[src/rtl/commit_pkg.sv]
package commit_pkg;

    typedef logic [31:0] word_t;

    // entry point for all exceptions and interrupts
    localparam word_t exc_vector = 32'hBFC00380;

    // dmem_size encoding
    localparam logic [1:0] size_byte = 2'd0;
    localparam logic [1:0] size_half = 2'd1;
    localparam logic [1:0] size_word = 2'd2;

    typedef enum logic [4:0] {
        ALU,
        LW,
        LH,
        LHU,
        LB,
        LBU,
        SW,
        SH,
        SB,
        BRANCH,
        J,
        JAL,
        JR,
        ERET,
        SYSCALL,
        BREAK,
        RESERVED
    } decoded_op_t;

    typedef enum logic [4:0] {
        INT  = 5'd0,
        ADEL = 5'd4,
        ADES = 5'd5,
        SYS  = 5'd8,
        BP   = 5'd9,
        RI   = 5'd10,
        OV   = 5'd12
    } exc_code_t;

    typedef struct packed {
        logic        valid;
        decoded_op_t op;
        word_t       pc;
        word_t       result;
        word_t       srca;
        word_t       store_data;
        word_t       addr;
        logic [4:0]  destreg;
        logic        regwrite;
        logic        memtoreg;
        logic        memwrite;
        logic        branch;
        logic        jump;
        logic        jr;
        logic        taken;
        logic        pred_taken;
        word_t       pcbranch;
        word_t       pcjump;
        word_t       epc;
        logic        ovf;
    } exec_data_t;

    typedef struct packed {
        exc_code_t code;
        word_t     bad_vaddr;
        word_t     pc;
    } exception_t;

    typedef struct packed {
        logic        en;
        logic        wt;
        logic [1:0]  size;
        word_t       addr;
        word_t       wd;
        decoded_op_t op;
    } mem_req_t;

    // index 1 is the older slot
    typedef struct packed {
        logic [1:0][4:0] destreg;
        word_t [1:0]     result;
        logic [1:0]      wen;
        logic [1:0]      memtoreg;
    } bypass_upd_t;

    typedef struct packed {
        logic  exception_valid;
        logic  is_eret;
        word_t pcexception;
        word_t epc;
        logic  branch;
        logic  jump;
        logic  jr;
        word_t pcbranch;
        word_t pcjr;
        word_t pcjump;
    } pc_data_t;

    typedef struct packed {
        logic  taken;
        word_t target;
    } bpb_result_t;

    function automatic logic [1:0] access_size(decoded_op_t op);
        case (op)
            LW, SW:      return size_word;
            LH, LHU, SH: return size_half;
            default:     return size_byte;
        endcase
    endfunction

    function automatic logic misaligned(logic [1:0] size, word_t addr);
        return ((size == size_half) && addr[0]) ||
               ((size == size_word) && (addr[1:0] != 2'b00));
    endfunction

endpackage

[src/rtl/commit.sv]
`timescale 1ns/100ps

module commit import commit_pkg::*; (
    input  logic             clk,
    input  logic             rst,
    input  exec_data_t [1:0] in,
    input  logic             first_cycle_c,
    output logic             dmem_en,
    output logic             dmem_wt,
    output logic [1:0]       dmem_size,
    output word_t            dmem_addr,
    output word_t            dmem_wd,
    input  word_t            dmem_rd,
    input  logic             dmem_data_ok,
    input  logic [5:0]       ext_int,
    input  logic             timer_interrupt,
    output exec_data_t [1:0] out,
    output logic             finish_c,
    output logic             pc_m_c,
    output pc_data_t         fetch,
    output bypass_upd_t      bypass,
    output logic             exception_valid,
    output exception_t       exception_data,
    output logic             is_eret,
    output word_t            pc_commit_c,
    output logic             predict_wen,
    output bpb_result_t      destpc_commit_c
);

    exec_data_t [1:0] chk;
    logic [1:0]       exc_valid;
    word_t            pc_exc;
    exception_t [1:0] exc_data;
    logic             slot0_squash;
    word_t            mem_rd;
    logic             mem_slot;

    // slot 0 dies behind a fault or eret in slot 1
    assign slot0_squash = exc_valid[1] | (in[1].valid & (in[1].op == ERET));

    exception_checker exc_chk1 (
        .rst(rst),
        .squash(1'b0),
        .slot(in[1]),
        .ext_int(ext_int),
        .timer_interrupt(timer_interrupt),
        .exc_valid(exc_valid[1]),
        .pc_exception(pc_exc),
        .exc_data(exc_data[1]),
        .slot_out(chk[1])
    );

    // interrupts are only taken on the older slot
    exception_checker exc_chk0 (
        .rst(rst),
        .squash(slot0_squash),
        .slot(in[0]),
        .ext_int(6'd0),
        .timer_interrupt(1'b0),
        .exc_valid(exc_valid[0]),
        .pc_exception(),
        .exc_data(exc_data[0]),
        .slot_out(chk[0])
    );

    assign exception_valid = exc_valid[1] | exc_valid[0];
    assign exception_data  = exc_valid[1] ? exc_data[1] : exc_data[0];

    mem_access u_mem_access (
        .rst(rst),
        .slots(chk),
        .first_cycle_c(first_cycle_c),
        .dmem_en(dmem_en),
        .dmem_wt(dmem_wt),
        .dmem_size(dmem_size),
        .dmem_addr(dmem_addr),
        .dmem_wd(dmem_wd),
        .dmem_rd(dmem_rd),
        .dmem_data_ok(dmem_data_ok),
        .finish_c(finish_c),
        .mem_rd(mem_rd),
        .mem_slot(mem_slot)
    );

    commit_output u_commit_output (
        .slots(chk),
        .mem_rd(mem_rd),
        .mem_slot(mem_slot),
        .in_slot1(in[1]),
        .exc_valid(exception_valid),
        .pc_exception(pc_exc),
        .out(out),
        .bypass(bypass),
        .fetch(fetch),
        .pc_m_c(pc_m_c),
        .is_eret(is_eret),
        .pc_commit_c(pc_commit_c),
        .predict_wen(predict_wen),
        .destpc_commit_c(destpc_commit_c)
    );

endmodule

[src/rtl/commit_output.sv]
`timescale 1ns/100ps

module commit_output import commit_pkg::*; (
    input  exec_data_t [1:0] slots,
    input  word_t            mem_rd,
    input  logic             mem_slot,
    input  exec_data_t       in_slot1,
    input  logic             exc_valid,
    input  word_t            pc_exception,
    output exec_data_t [1:0] out,
    output bypass_upd_t      bypass,
    output pc_data_t         fetch,
    output logic             pc_m_c,
    output logic             is_eret,
    output word_t            pc_commit_c,
    output logic             predict_wen,
    output bpb_result_t      destpc_commit_c
);

    logic s1_eret;
    logic s0_eret;
    logic s1_branch;
    logic s1_jump;
    logic s1_jr;

    // load data lands in the slot that owns the access
    always_comb begin
        out = slots;
        for (int i = 0; i < 2; i++) begin
            if (slots[i].memtoreg && (mem_slot == i[0])) begin
                out[i].result = mem_rd;
            end
        end
    end

    always_comb begin
        for (int i = 0; i < 2; i++) begin
            bypass.destreg[i]  = out[i].destreg;
            bypass.result[i]   = out[i].result;
            bypass.wen[i]      = out[i].regwrite;
            bypass.memtoreg[i] = out[i].memtoreg;
        end
    end

    assign s1_eret   = slots[1].valid & (slots[1].op == ERET);
    assign s0_eret   = slots[0].valid & (slots[0].op == ERET);
    assign s1_branch = slots[1].valid & slots[1].branch;
    assign s1_jump   = slots[1].valid & slots[1].jump;
    assign s1_jr     = slots[1].valid & slots[1].jr;

    assign is_eret = s1_eret | s0_eret;

    always_comb begin
        fetch.exception_valid = exc_valid;
        fetch.is_eret         = is_eret;
        fetch.pcexception     = pc_exception;
        fetch.epc             = s1_eret ? slots[1].epc : slots[0].epc;
        // only a mispredict needs a new fetch pc
        fetch.branch          = s1_branch & (slots[1].taken != slots[1].pred_taken);
        fetch.jump            = s1_jump & ~slots[1].pred_taken;
        fetch.jr              = s1_jr;
        // predicted taken but fell through, so resume after the delay slot
        fetch.pcbranch        = slots[1].pred_taken ? (slots[0].pc + 32'd4) : slots[1].pcbranch;
        fetch.pcjr            = slots[1].srca;
        fetch.pcjump          = slots[1].pcjump;
    end

    assign pc_m_c = fetch.branch | fetch.jump | fetch.jr;

    assign pc_commit_c = slots[1].pc;
    assign predict_wen = s1_branch | (s1_jump & ~slots[1].jr);

    always_comb begin
        destpc_commit_c.taken  = slots[1].taken | (slots[1].jump & ~in_slot1.jr);
        destpc_commit_c.target = slots[1].jump ? slots[1].pcjump : slots[1].pcbranch;
    end

endmodule

[src/rtl/exception_checker.sv]
`timescale 1ns/100ps

module exception_checker import commit_pkg::*; (
    input  logic       rst,
    input  logic       squash,
    input  exec_data_t slot,
    input  logic [5:0] ext_int,
    input  logic       timer_interrupt,
    output logic       exc_valid,
    output word_t      pc_exception,
    output exception_t exc_data,
    output exec_data_t slot_out
);

    logic live;
    logic interrupt;
    logic bad_align;

    assign live      = slot.valid & ~rst & ~squash;
    assign interrupt = (|ext_int) | timer_interrupt;
    assign bad_align = misaligned(access_size(slot.op), slot.addr);

    // priority chain, highest first
    always_comb begin
        exc_valid          = 1'b0;
        exc_data.code      = INT;
        exc_data.bad_vaddr = '0;
        exc_data.pc        = slot.pc;
        if (live) begin
            exc_valid = 1'b1;
            if (interrupt) begin
                exc_data.code = INT;
            end else if (slot.memtoreg && bad_align) begin
                exc_data.code      = ADEL;
                exc_data.bad_vaddr = slot.addr;
            end else if (slot.memwrite && bad_align) begin
                exc_data.code      = ADES;
                exc_data.bad_vaddr = slot.addr;
            end else if (slot.op == SYSCALL) begin
                exc_data.code = SYS;
            end else if (slot.op == BREAK) begin
                exc_data.code = BP;
            end else if (slot.op == RESERVED) begin
                exc_data.code = RI;
            end else if (slot.ovf) begin
                exc_data.code = OV;
            end else begin
                exc_valid = 1'b0;
            end
        end
    end

    assign pc_exception = exc_vector;

    // strip side effects of a dead or faulting slot
    always_comb begin
        slot_out = slot;
        if (rst || squash) begin
            slot_out.valid    = 1'b0;
            slot_out.regwrite = 1'b0;
            slot_out.memwrite = 1'b0;
            slot_out.memtoreg = 1'b0;
        end else if (exc_valid) begin
            slot_out.regwrite = 1'b0;
            slot_out.memwrite = 1'b0;
            slot_out.memtoreg = 1'b0;
        end
    end

endmodule

[src/rtl/mem_access.sv]
`timescale 1ns/100ps

module mem_access import commit_pkg::*; (
    input  logic              rst,
    input  exec_data_t [1:0]  slots,
    input  logic              first_cycle_c,
    output logic              dmem_en,
    output logic              dmem_wt,
    output logic [1:0]        dmem_size,
    output word_t             dmem_addr,
    output word_t             dmem_wd,
    input  word_t             dmem_rd,
    input  logic              dmem_data_ok,
    output logic              finish_c,
    output word_t             mem_rd,
    output logic              mem_slot
);

    mem_req_t   req;
    exec_data_t sel;
    logic       slot1_mem;
    logic [7:0] rd_byte;
    logic [15:0] rd_half;

    // older slot wins if both carry an access
    assign slot1_mem = slots[1].valid & (slots[1].memtoreg | slots[1].memwrite);
    assign mem_slot  = slot1_mem;
    assign sel       = slot1_mem ? slots[1] : slots[0];

    always_comb begin
        req.en   = ~rst & sel.valid & (sel.memtoreg | sel.memwrite);
        req.wt   = sel.memwrite;
        req.size = access_size(sel.op);
        req.addr = sel.addr;
        req.op   = sel.op;
        case (req.size)
            size_byte: req.wd = {4{sel.store_data[7:0]}};
            size_half: req.wd = {2{sel.store_data[15:0]}};
            default:   req.wd = sel.store_data;
        endcase
    end

    assign dmem_en   = req.en;
    assign dmem_wt   = req.wt;
    assign dmem_size = req.size;
    assign dmem_addr = req.addr;
    assign dmem_wd   = req.wd;

    // lane select for sub-word loads
    always_comb begin
        case (req.addr[1:0])
            2'd0:    rd_byte = dmem_rd[7:0];
            2'd1:    rd_byte = dmem_rd[15:8];
            2'd2:    rd_byte = dmem_rd[23:16];
            default: rd_byte = dmem_rd[31:24];
        endcase
        rd_half = req.addr[1] ? dmem_rd[31:16] : dmem_rd[15:0];
    end

    always_comb begin
        case (req.op)
            LB:      mem_rd = {{24{rd_byte[7]}}, rd_byte};
            LBU:     mem_rd = {24'd0, rd_byte};
            LH:      mem_rd = {{16{rd_half[15]}}, rd_half};
            LHU:     mem_rd = {16'd0, rd_half};
            default: mem_rd = dmem_rd;
        endcase
    end

    // first cycle of a pair never completes an access
    assign finish_c = first_cycle_c ? ~req.en : (~req.en | dmem_data_ok);

endmodule

[config.mk]
export PLATFORM = sky130hd
export DESIGN_NAME = commit
export DESIGN_NICKNAME = d
export VERILOG_FILES = /design/src/rtl/commit_pkg.sv /design/src/rtl/commit.sv /design/src/rtl/commit_output.sv /design/src/rtl/exception_checker.sv /design/src/rtl/mem_access.sv
export SDC_FILE = /design/constraint.sdc
export NUM_CORES = 1
export LEC_CHECK = 0
export BUFFER_PORTS_ARGS = -buffer_cell sky130_fd_sc_hd__clkbuf_2
export CORE_AREA = 2 2 619 621
export DETAILED_ROUTE_END_ITERATION = 6
export DIE_AREA = 0 0 621 623
export PLACE_DENSITY = 0.3
export SETUP_SLACK_MARGIN = 0.05
export SYNTH_ARGS = -nofsm -noshare
export SYNTH_HDL_FRONTEND = slang
export SYNTH_HIERARCHICAL = 1
export SYNTH_SLANG_ARGS = --single-unit
[constraint.sdc]
create_clock -name vclk -period 3.9
set_input_delay 0 -clock vclk [all_inputs]
set_output_delay 0 -clock vclk [all_outputs]
set_load 0.005 [all_outputs]
### Word level (Yosys, flattened, before mapping)

Cells that the tools add are included.

* add/subtract/negate cells: 1
* $mul: 0
* div/mod/pow operators: 0
* order comparisons: 0
* equality and inequality tests: 33
* shifts and indexed selects: 0
* mux-type cells: 54
* bitwise gates (word level): 33
* reduce and logical (&&, ||, !) cells: 24

Operators with widths (count)
* 276-bit two-way mux: 1
* 32-bit two-way mux: 8
* 37-bit two-way mux: 4
* 32-bit case mux with 4 select lines: 1
* 69-bit two-way mux: 1
* 32-bit case mux with 2 select lines: 1
* 5-bit by 3-bit equality test with 1-bit output, second input constant: 8
* 5-bit two-way mux: 7
* 32-bit by 3-bit adder with 32-bit output, second input constant: 1
* 5-bit by 2-bit equality test with 1-bit output, second input constant: 6
* 5-bit by 4-bit equality test with 1-bit output, second input constant: 6
* 8-bit case mux with 3 select lines: 1
* 1-bit two-way mux: 18
* 1-bit bitwise AND: 16
* 16-bit two-way mux: 1
* 4-bit two-way mux: 4
* 5-bit by 1-bit equality test with 1-bit output, second input constant: 3
* 3-bit two-way mux: 4
* 2-bit case mux with 2 select lines: 3
* 1-bit OR: 11
* 5-bit equality test, second input constant: 2
* 1-bit logical AND: 10
* 3-bit OR reduction: 3
* 2-bit by 1-bit equality test with 1-bit output, second input constant: 4
* other kinds (8): 21

* flip-flop bits (word level): 0
* bits in latches: 0
* RAM bits: 0
* ROM bits: 0
* output and inout bits: 1002
* memories kept: 0

### Logic depth before layout (Yosys ltp)

Gate-level depths: netlist (run 1).

* depth in word-level cells: 23
* gate-level depth with buffers: 15
* gate-level depth less buffers: 11

### Hierarchy

Netlist (run 1), hierarchy kept.

Modules (own cells, without submodules)
* commit_output: instances 1, cells an instance 1023, area each 7851.3 µm²
* exception_checker: instances 2, cells an instance 412, area each 3034.2 µm²
* mem_access: instances 1, cells an instance 321, area each 1986.9 µm²
* commit: instances 1, cells an instance 82, area each 1216.2 µm²

### Worst setup path after synthesis (run 1)

OpenSTA, ideal clock, no wires.

* path kind: input to output
* from: input port in[547] (netlist name)
* to: output port out[207] (netlist name)
* data arrival time: 3032 ps
* path slack: 868 ps
* cell stages on the path: 13
* buffers on the path: 5
* path through: and4b_1 > a211oi_1 > o211ai_1 > a21oi_1 > o21ai_4 > inv_2 > clkbuf_1 > clkbuf_1 > nand2b_1 > clkbuf_1 > buf_1 > mux2_2 > buf_4

RTL lines
* from (decl): line commit.sv:6 `input exec_data_t [1:0] in,`
* to (decl): line commit.sv:17 `output exec_data_t [1:0] out,`

==> results of run 1 <==
## final cells by class
| class | instances | area [sq um] |
|---|---|---|
| Fill cell | 45400 | 360000 |
| Tap cell | 5038 | 6300 |
| Timing Repair Buffer | 1298 | 7230 |
| Antenna cell | 36 | 90.1 |
| Multi-Input combinational cell | 835 | 6610 |
| Inverter | 23 | 87.6 |
## power groups by stage
| stage | Combinational, mW | Clock (mW) | Sequential (mW) |
|---|---|---|---|
| 2_1_floorplan | 1.54 | 0 | 0 |
| 3_3_place_gp | 2.44 | 0 | 0 |
| 3_5_place_dp | 2.43 | 0 | 0 |
| 4_1_cts | 2.44 | 0 | 0 |
| 5_1_grt | 2.46 | 0.000000683 | 0 |
| 6_report | 2.31 | 0.000000696 | 0 |
## stage by stage
step / worst slack (ns) / hold WS [ns] / power, mW
6_report: 0.256 / 0.00000227 / 2.31
5_1_grt: 0.0875 / 0.0000112 / 2.46
4_1_cts: 0.0702 / 0.0000381 / 2.44
3_5_place_dp: -0.0641 / 0.0000381 / 2.43
3_3_place_gp: -0.124 / 0.0000381 / 2.44
2_1_floorplan: 0.868 / 0.0330 / 1.54
## timing repair
item | 4_1_cts | 5_1_grt
resized for setup | 2 | 4
cloned | 0 | 0
setup endpoints to repair | 83 | 25
endpoints found under the hold margin | 0 | 0
## worst max path at each step
stage	from	to	slack [ns]
final	ext_int[2]	out[484]	0.26
after global routing	ext_int[2]	out[484]	0.09
after global placement	ext_int[2]	out[484]	-0.12
after detailed placement	ext_int[2]	out[495]	-0.06
after floorplan	in[547]	out[207]	0.87
after CTS	ext_int[2]	out[495]	0.07
## routing by layer
layer,GRT usage,share of wire,up-vias
met5,0.0212,0.0058,-
met4,0.0232,0.027,42
met3,0.0898,0.17,217
met2,0.213,0.50,1279
met1,0.102,0.30,6829
li1,-,-,5805
==> metrics, run 1 <==
status finished, final reports clean; Port Buffers 1235; Rel. slew slack 0.249; Critical Path Slowest Stage Cell mux2_2; post-route cell area 0.0203 sq mm; CTS Hold Bufs 0; drt wl/cell 33.2 um; Hold Fails Final Rpt 0; DRC errors left 0; crit-path cells clkbuf_2 -> nor4_4 -> buf_4 -> and2_1 -> o211ai_1 -> a21oi_2 -> o21ai_4 -> buf_4 -> and4_1 -> o21ba_1 -> or2_1 -> buf_12 -> a211o_1 -> mux2_2 -> clkbuf_2; post-route ant nets 0; Worst Hold End out[203]; layout cells sized above 1 0.733; DIE WIDTH 621 um; CLK BUF 0; core outline area 0.381 sq mm; P_leak 8.66 nW; vias in the first global route 13.4k; All-Layer GR Usage 0.118; internal power 762 uW; PD cells 114 mW/mm^2; hold path depth 0; cell family with most CP delay simple AND/OR/NAND/NOR gates; Logic pwr share 1.000; Startpoint Class input pin; Row Count 227; Final period util 0.934; Synth warnings 6; Max-Cap Viols 0; commonest non-fill, non-tap cells in the layout clkbuf_2 (1201), nand2_1 (145), mux2_2 (139); maximum VDD drop 0.0478 mV; chip height 623 um; worst hold path startpoint in[203]; # setup viols final 0; Crit path depth 15; Psw 1.54 mW; total grt overflow 0; sequential power share 0; most common cell after layout, fill and taps aside clkbuf_2; antenna violations before repair 87; Slew Viols, Final 0; DIE AREA 0.387 sq mm; Initial Util 0.0443; vias per inst 1.96; # IOs 1597; Critical Path RT 3.90 ns; max incr delay on CP 0.40 ns; nets@finish 2754; Cells after Synth 2217; Final Util 0.0534; Critical Path Sink Type output pin; Area after DPL 0.0202 sq mm; switch share 0.670; area grow syn2layout 20.3%; fin cells 7230; DRT iter0 DRCs 827; seq_cells 0; DP HPWL 227000 um; CP Data Arrival Time 3.64 ns; CP Class in -> out; Post-Synthesis Cell Area 0.0169 sq mm; CP max FO 14; setup TNS 0 ns; DR pass1 iterations 5; Post-Route WL 240000 um; maximum clock frequency 274 MHz; register area 0 sq um; worst-margin pin slew 1.12 ns; dpl cells 7194; Syn Area/Cell 7.61 sq um; Clk pwr share 0; fin crit period 3.64 ns; RSZ-0062 raised after global routing no; Hold Crit Class in -> out; postcts setup bufs 0; CP bufs+invs 5; vias 14.2k; first-pass GRT wire length 271000 um; largest net degree at the start of global routing 71; RD Place Congestion 1.02
No activity file was read; power rests on OpenSTA's default activity.
==> run 2, diff against run 1 <==
--- a/config.mk
+++ b/config.mk
@@ -5,7 +5,7 @@
 export SDC_FILE = /design/constraint.sdc
 export NUM_CORES = 1
 export LEC_CHECK = 0
-export BUFFER_PORTS_ARGS = -buffer_cell sky130_fd_sc_hd__clkbuf_2
+export BUFFER_PORTS_ARGS = -buffer_cell sky130_fd_sc_hd__buf_4
 export CORE_AREA = 2 2 619 621
 export DETAILED_ROUTE_END_ITERATION = 6
 export DIE_AREA = 0 0 621 623
==> metrics, run 2 (synthesis gave the netlist of run 1 again) <==
status finished, final reports clean; maximum clock frequency 278 MHz; core outline area 0.381 sq mm; DP HPWL 229000 um; DIE WIDTH 621 um; largest net degree at the start of global routing 71; total grt overflow 0; CP Data Arrival Time 3.59 ns; Startpoint Class input pin; CP Class in -> out; post-route ant nets 0; antenna violations before repair 94; crit-path cells buf_4 -> buf_4 -> and4b_1 -> a211oi_1 -> o211ai_1 -> a21oi_1 -> buf_4 -> o21ai_4 -> buf_4 -> and4_1 -> o21ba_1 -> or2_1 -> buf_12 -> buf_4 -> a211o_1 -> mux2_2 -> buf_4; most common cell after layout, fill and taps aside buf_4; # setup viols final 0; # IOs 1597; Hold Crit Class in -> out; CP max FO 8; CTS Hold Bufs 0; max incr delay on CP 0.39 ns; DIE AREA 0.387 sq mm; Rel. slew slack 0.280; register area 0 sq um; commonest non-fill, non-tap cells in the layout buf_4 (1307), nand2_1 (145), mux2_2 (139); area grow syn2layout 37.8%; PD cells 115 mW/mm^2; first-pass GRT wire length 274000 um; CP most frequent cell buf_4; Final period util 0.922; drt wl/cell 33.4 um; fin crit period 3.59 ns; Row Count 227; Critical Path Sink Type output pin; Critical Path RT 3.90 ns; nets@finish 2784; Critical Path Slowest Stage Cell mux2_2; vias in the first global route 14.0k; Max-Cap Viols 0; maximum VDD drop 0.0490 mV; seq_cells 0; worst-margin pin slew 1.08 ns; Slew Viols, Final 0; Pwr Total 2.67 mW; All-Layer GR Usage 0.119; vias 14.3k; CLK BUF 0; RSZ-0062 raised after global routing no; Port Buffers 1235; chip height 623 um; final hold slack 0.00000226 ns; filler instances 45.2k; DRC errors left 0; layout cells sized above 1 0.736; DR pass1 iterations 5; DRT iter0 DRCs 867; P_leak 9.52 nW; Hold Fails Final Rpt 0; Initial Util 0.0443; vias per inst 1.98; Post-Route WL 242000 um; RD Place Congestion 0.983
run 2: repair_timing:
item,in CTS,in global routing
pin swaps,1,0
endpoints found under the setup margin,87,11
resized for setup,3,2
buffers inserted,1,0
run 2: worst max-delay path, delay by kind of cell:
family,cells,cell delay (ns)
buffers and inverters,7,1.16
AO/OA/AOI/OAI,6,1.30
multiplexers,1,0.39
AND/OR/NAND/NOR,3,0.71
run 2: through the flow:
step                      cell area, sq um  cells  setup WS (ns)    util  setup TNS, ns
after detailed placement             23200   7223         -0.303  0.0609          -4.97
after floorplan                      17000   2256          0.868       -              0
after global placement               23100   7221          -1.38  0.0608        -187.05
after CTS                            23200   7224         0.0905  0.0609              0
after global routing                 23200   7241         0.0948  0.0610              0
final                                23300   7255          0.305  0.0611              0
run 2: area by class of cell:
class	instances	area, sq um	share of cell area
repair buffers	1328	10200	0.439
multi-input cells	835	6570	0.283
well taps	5038	6300	0.271
diodes	31	77.6	0.00333
inverters	23	87.6	0.00376
run 2: metal layers:
layer  up-vias  GRT usage  part of all wire
li1       5847          -                 -
met1      6929      0.101              0.29
met4        38     0.0233             0.027
met5         -     0.0116            0.0037
met3       224     0.0932              0.17
met2      1306      0.216              0.50
run 2: report_power, final:
part            total (mW)  switching [mW]  internal, mW
registers                0               0             0
clock network  0.000000825               0   0.000000824
logic                 2.67            1.55          1.12
total                 2.67            1.55          1.12
run 2: path summary, 6_finish.rpt:
check | start | end | slack, ns | depth (start not counted)
max | in[548] | out[484] | 0.31 | 17
min | in[203] | out[203] | 0.000002 | 0
==> run 3, diff against run 2 <==
--- a/config.mk
+++ b/config.mk
@@ -6,9 +6,9 @@
 export NUM_CORES = 1
 export LEC_CHECK = 0
 export BUFFER_PORTS_ARGS = -buffer_cell sky130_fd_sc_hd__buf_4
-export CORE_AREA = 2 2 619 621
+export CORE_AREA = 2 2 629 631
 export DETAILED_ROUTE_END_ITERATION = 6
-export DIE_AREA = 0 0 621 623
+export DIE_AREA = 0 0 631 633
 export PLACE_DENSITY = 0.3
 export SETUP_SLACK_MARGIN = 0.05
 export SYNTH_ARGS = -nofsm -noshare
==> metrics, run 3 (synthesis gave the netlist of run 1 again) <==
drt wl/cell 31.8 um; vias 14.0k; DIE WIDTH 631 um; worst-margin pin slew 0.953 ns; DR pass1 iterations 5; CP Data Arrival Time 3.60 ns; vias in the first global route 13.9k; # IOs 1597; CP most frequent cell buf_4; GR Layer Usage met2 0.195; Multi-input gate area 0.00658 sq mm; CTS Hold Bufs 0; total grt overflow 0; filler instances 46.5k; layout cells sized above 1 0.730; maximum clock frequency 278 MHz; max incr delay on CP 0.41 ns; seq_cells 0; All-Layer GR Usage 0.111; DRT iter0 DRCs 843; # setup viols final 0; P_leak 9.24 nW; maximum VDD drop 0.0647 mV; switch share 0.583; Max-Cap Viols 0; final hold slack 0.00000205 ns; internal power 1.08 mW; first-pass GRT wire length 264000 um; post-route ant nets 0; Critical Path Slowest Stage Cell a221o_1; CP Class in -> out; area grow syn2layout 36.2%; DRC errors left 0; dpl cells 7363; GR Layer Usage met1 0.0989; sequential power share 0; Rel. slew slack 0.365; fin cells 7385; RD Place Congestion 0.965; status finished, final reports clean; CP max FO 14; Final period util 0.923; chip height 633 um; register area 0 sq um; GRT met3 Usage 0.0856; Logic pwr share 1.000; crit-path cells buf_4 -> buf_4 -> and4b_1 -> a211oi_1 -> o211ai_1 -> a21oi_1 -> o21ai_4 -> clkinv_2 -> nand2_1 -> o22a_1 -> or2_1 -> buf_4 -> a221o_1 -> mux2_2 -> buf_4; most common cell after layout, fill and taps aside buf_4; RSZ-0062 raised after global routing no; vias per inst 1.90; Slew Viols, Final 0; PD cells 113 mW/mm^2; DP HPWL 221000 um; largest net degree at the start of global routing 71; Row Count 230; Clk pwr share 0; GRT busiest layer met2; core outline area 0.392 sq mm; Critical Path Sink Type output pin; Initial Util 0.0431; commonest non-fill, non-tap cells in the layout buf_4 (1279), nand2_1 (145), mux2_2 (139); antenna violations before repair 72; setup TNS 0 ns; DIE AREA 0.399 sq mm; Critical Path RT 3.90 ns; Port Buffers 1235; Post-Route WL 234000 um; Psw 1.52 mW; hold path depth 0; CLK BUF 0; Startpoint Class input pin; Pwr Total 2.60 mW; Hold Crit Class in -> out; fin crit period 3.60 ns; nets@finish 2742; Hold Fails Final Rpt 0
==> run 3: changes by cell type in the layout (fill, tap and decap cells not counted), sizes merged <==
cell	previous run	this run
buf	1328	1286
diode	31	21
==> run 3: layer usage <==
layer  vias up  wire length [um]
li1       5752                 -
met1      6826             71800
met2      1214            116000
met3       195             40400
met4        30              5880
met5         -               594
==> run 3: layout make-up <==
cell class / count / area share
inverters: 23 / 0.00381
multi-input cells: 835 / 0.286
repair buffers: 1286 / 0.424
diodes: 21 / 0.00229
well taps: 5220 / 0.284
==> run 3: repair_timing <==
action,in CTS,in global routing
gates resized for setup,0,0
hold endpoints to repair,0,0
buffers inserted,0,1
endpoints found under the setup margin,0,2
==> run 3: per-stage QoR <==
step	setup slack [ns]	util	area (sq um)
4_1_cts	0.207	0.0585	22900
5_1_grt	0.111	0.0586	23000
2_1_floorplan	0.868	-	17000
3_5_place_dp	0.210	0.0585	22900
3_3_place_gp	0.148	0.0585	22900
6_report	0.300	0.0587	23000
==> run 3: worst paths after layout <==
| kind | start | to |
|---|---|---|
| setup / recovery | in[548] | out[492] |
| hold / removal | in[178] | out[178] |
==> run 3: power by group through the flow <==
| stage | Sequential [mW] | Clock, mW | Combinational, mW |
|---|---|---|---|
| 2_1_floorplan | 0 | 0 | 1.54 |
| 3_3_place_gp | 0 | 0 | 2.74 |
| 3_5_place_dp | 0 | 0 | 2.74 |
| 4_1_cts | 0 | 0 | 2.75 |
| 5_1_grt | 0 | 0.000000558 | 2.78 |
| 6_report | 0 | 0.000000652 | 2.60 |
==> run 3: critical path: cells and delay by family <==
family / cells / cell delay [ns]
multiplexers: 1 / 0.35
AND/OR/NAND/NOR: 3 / 0.65
AO/OA/AOI/OAI: 6 / 1.68
buffers and inverters: 5 / 0.86
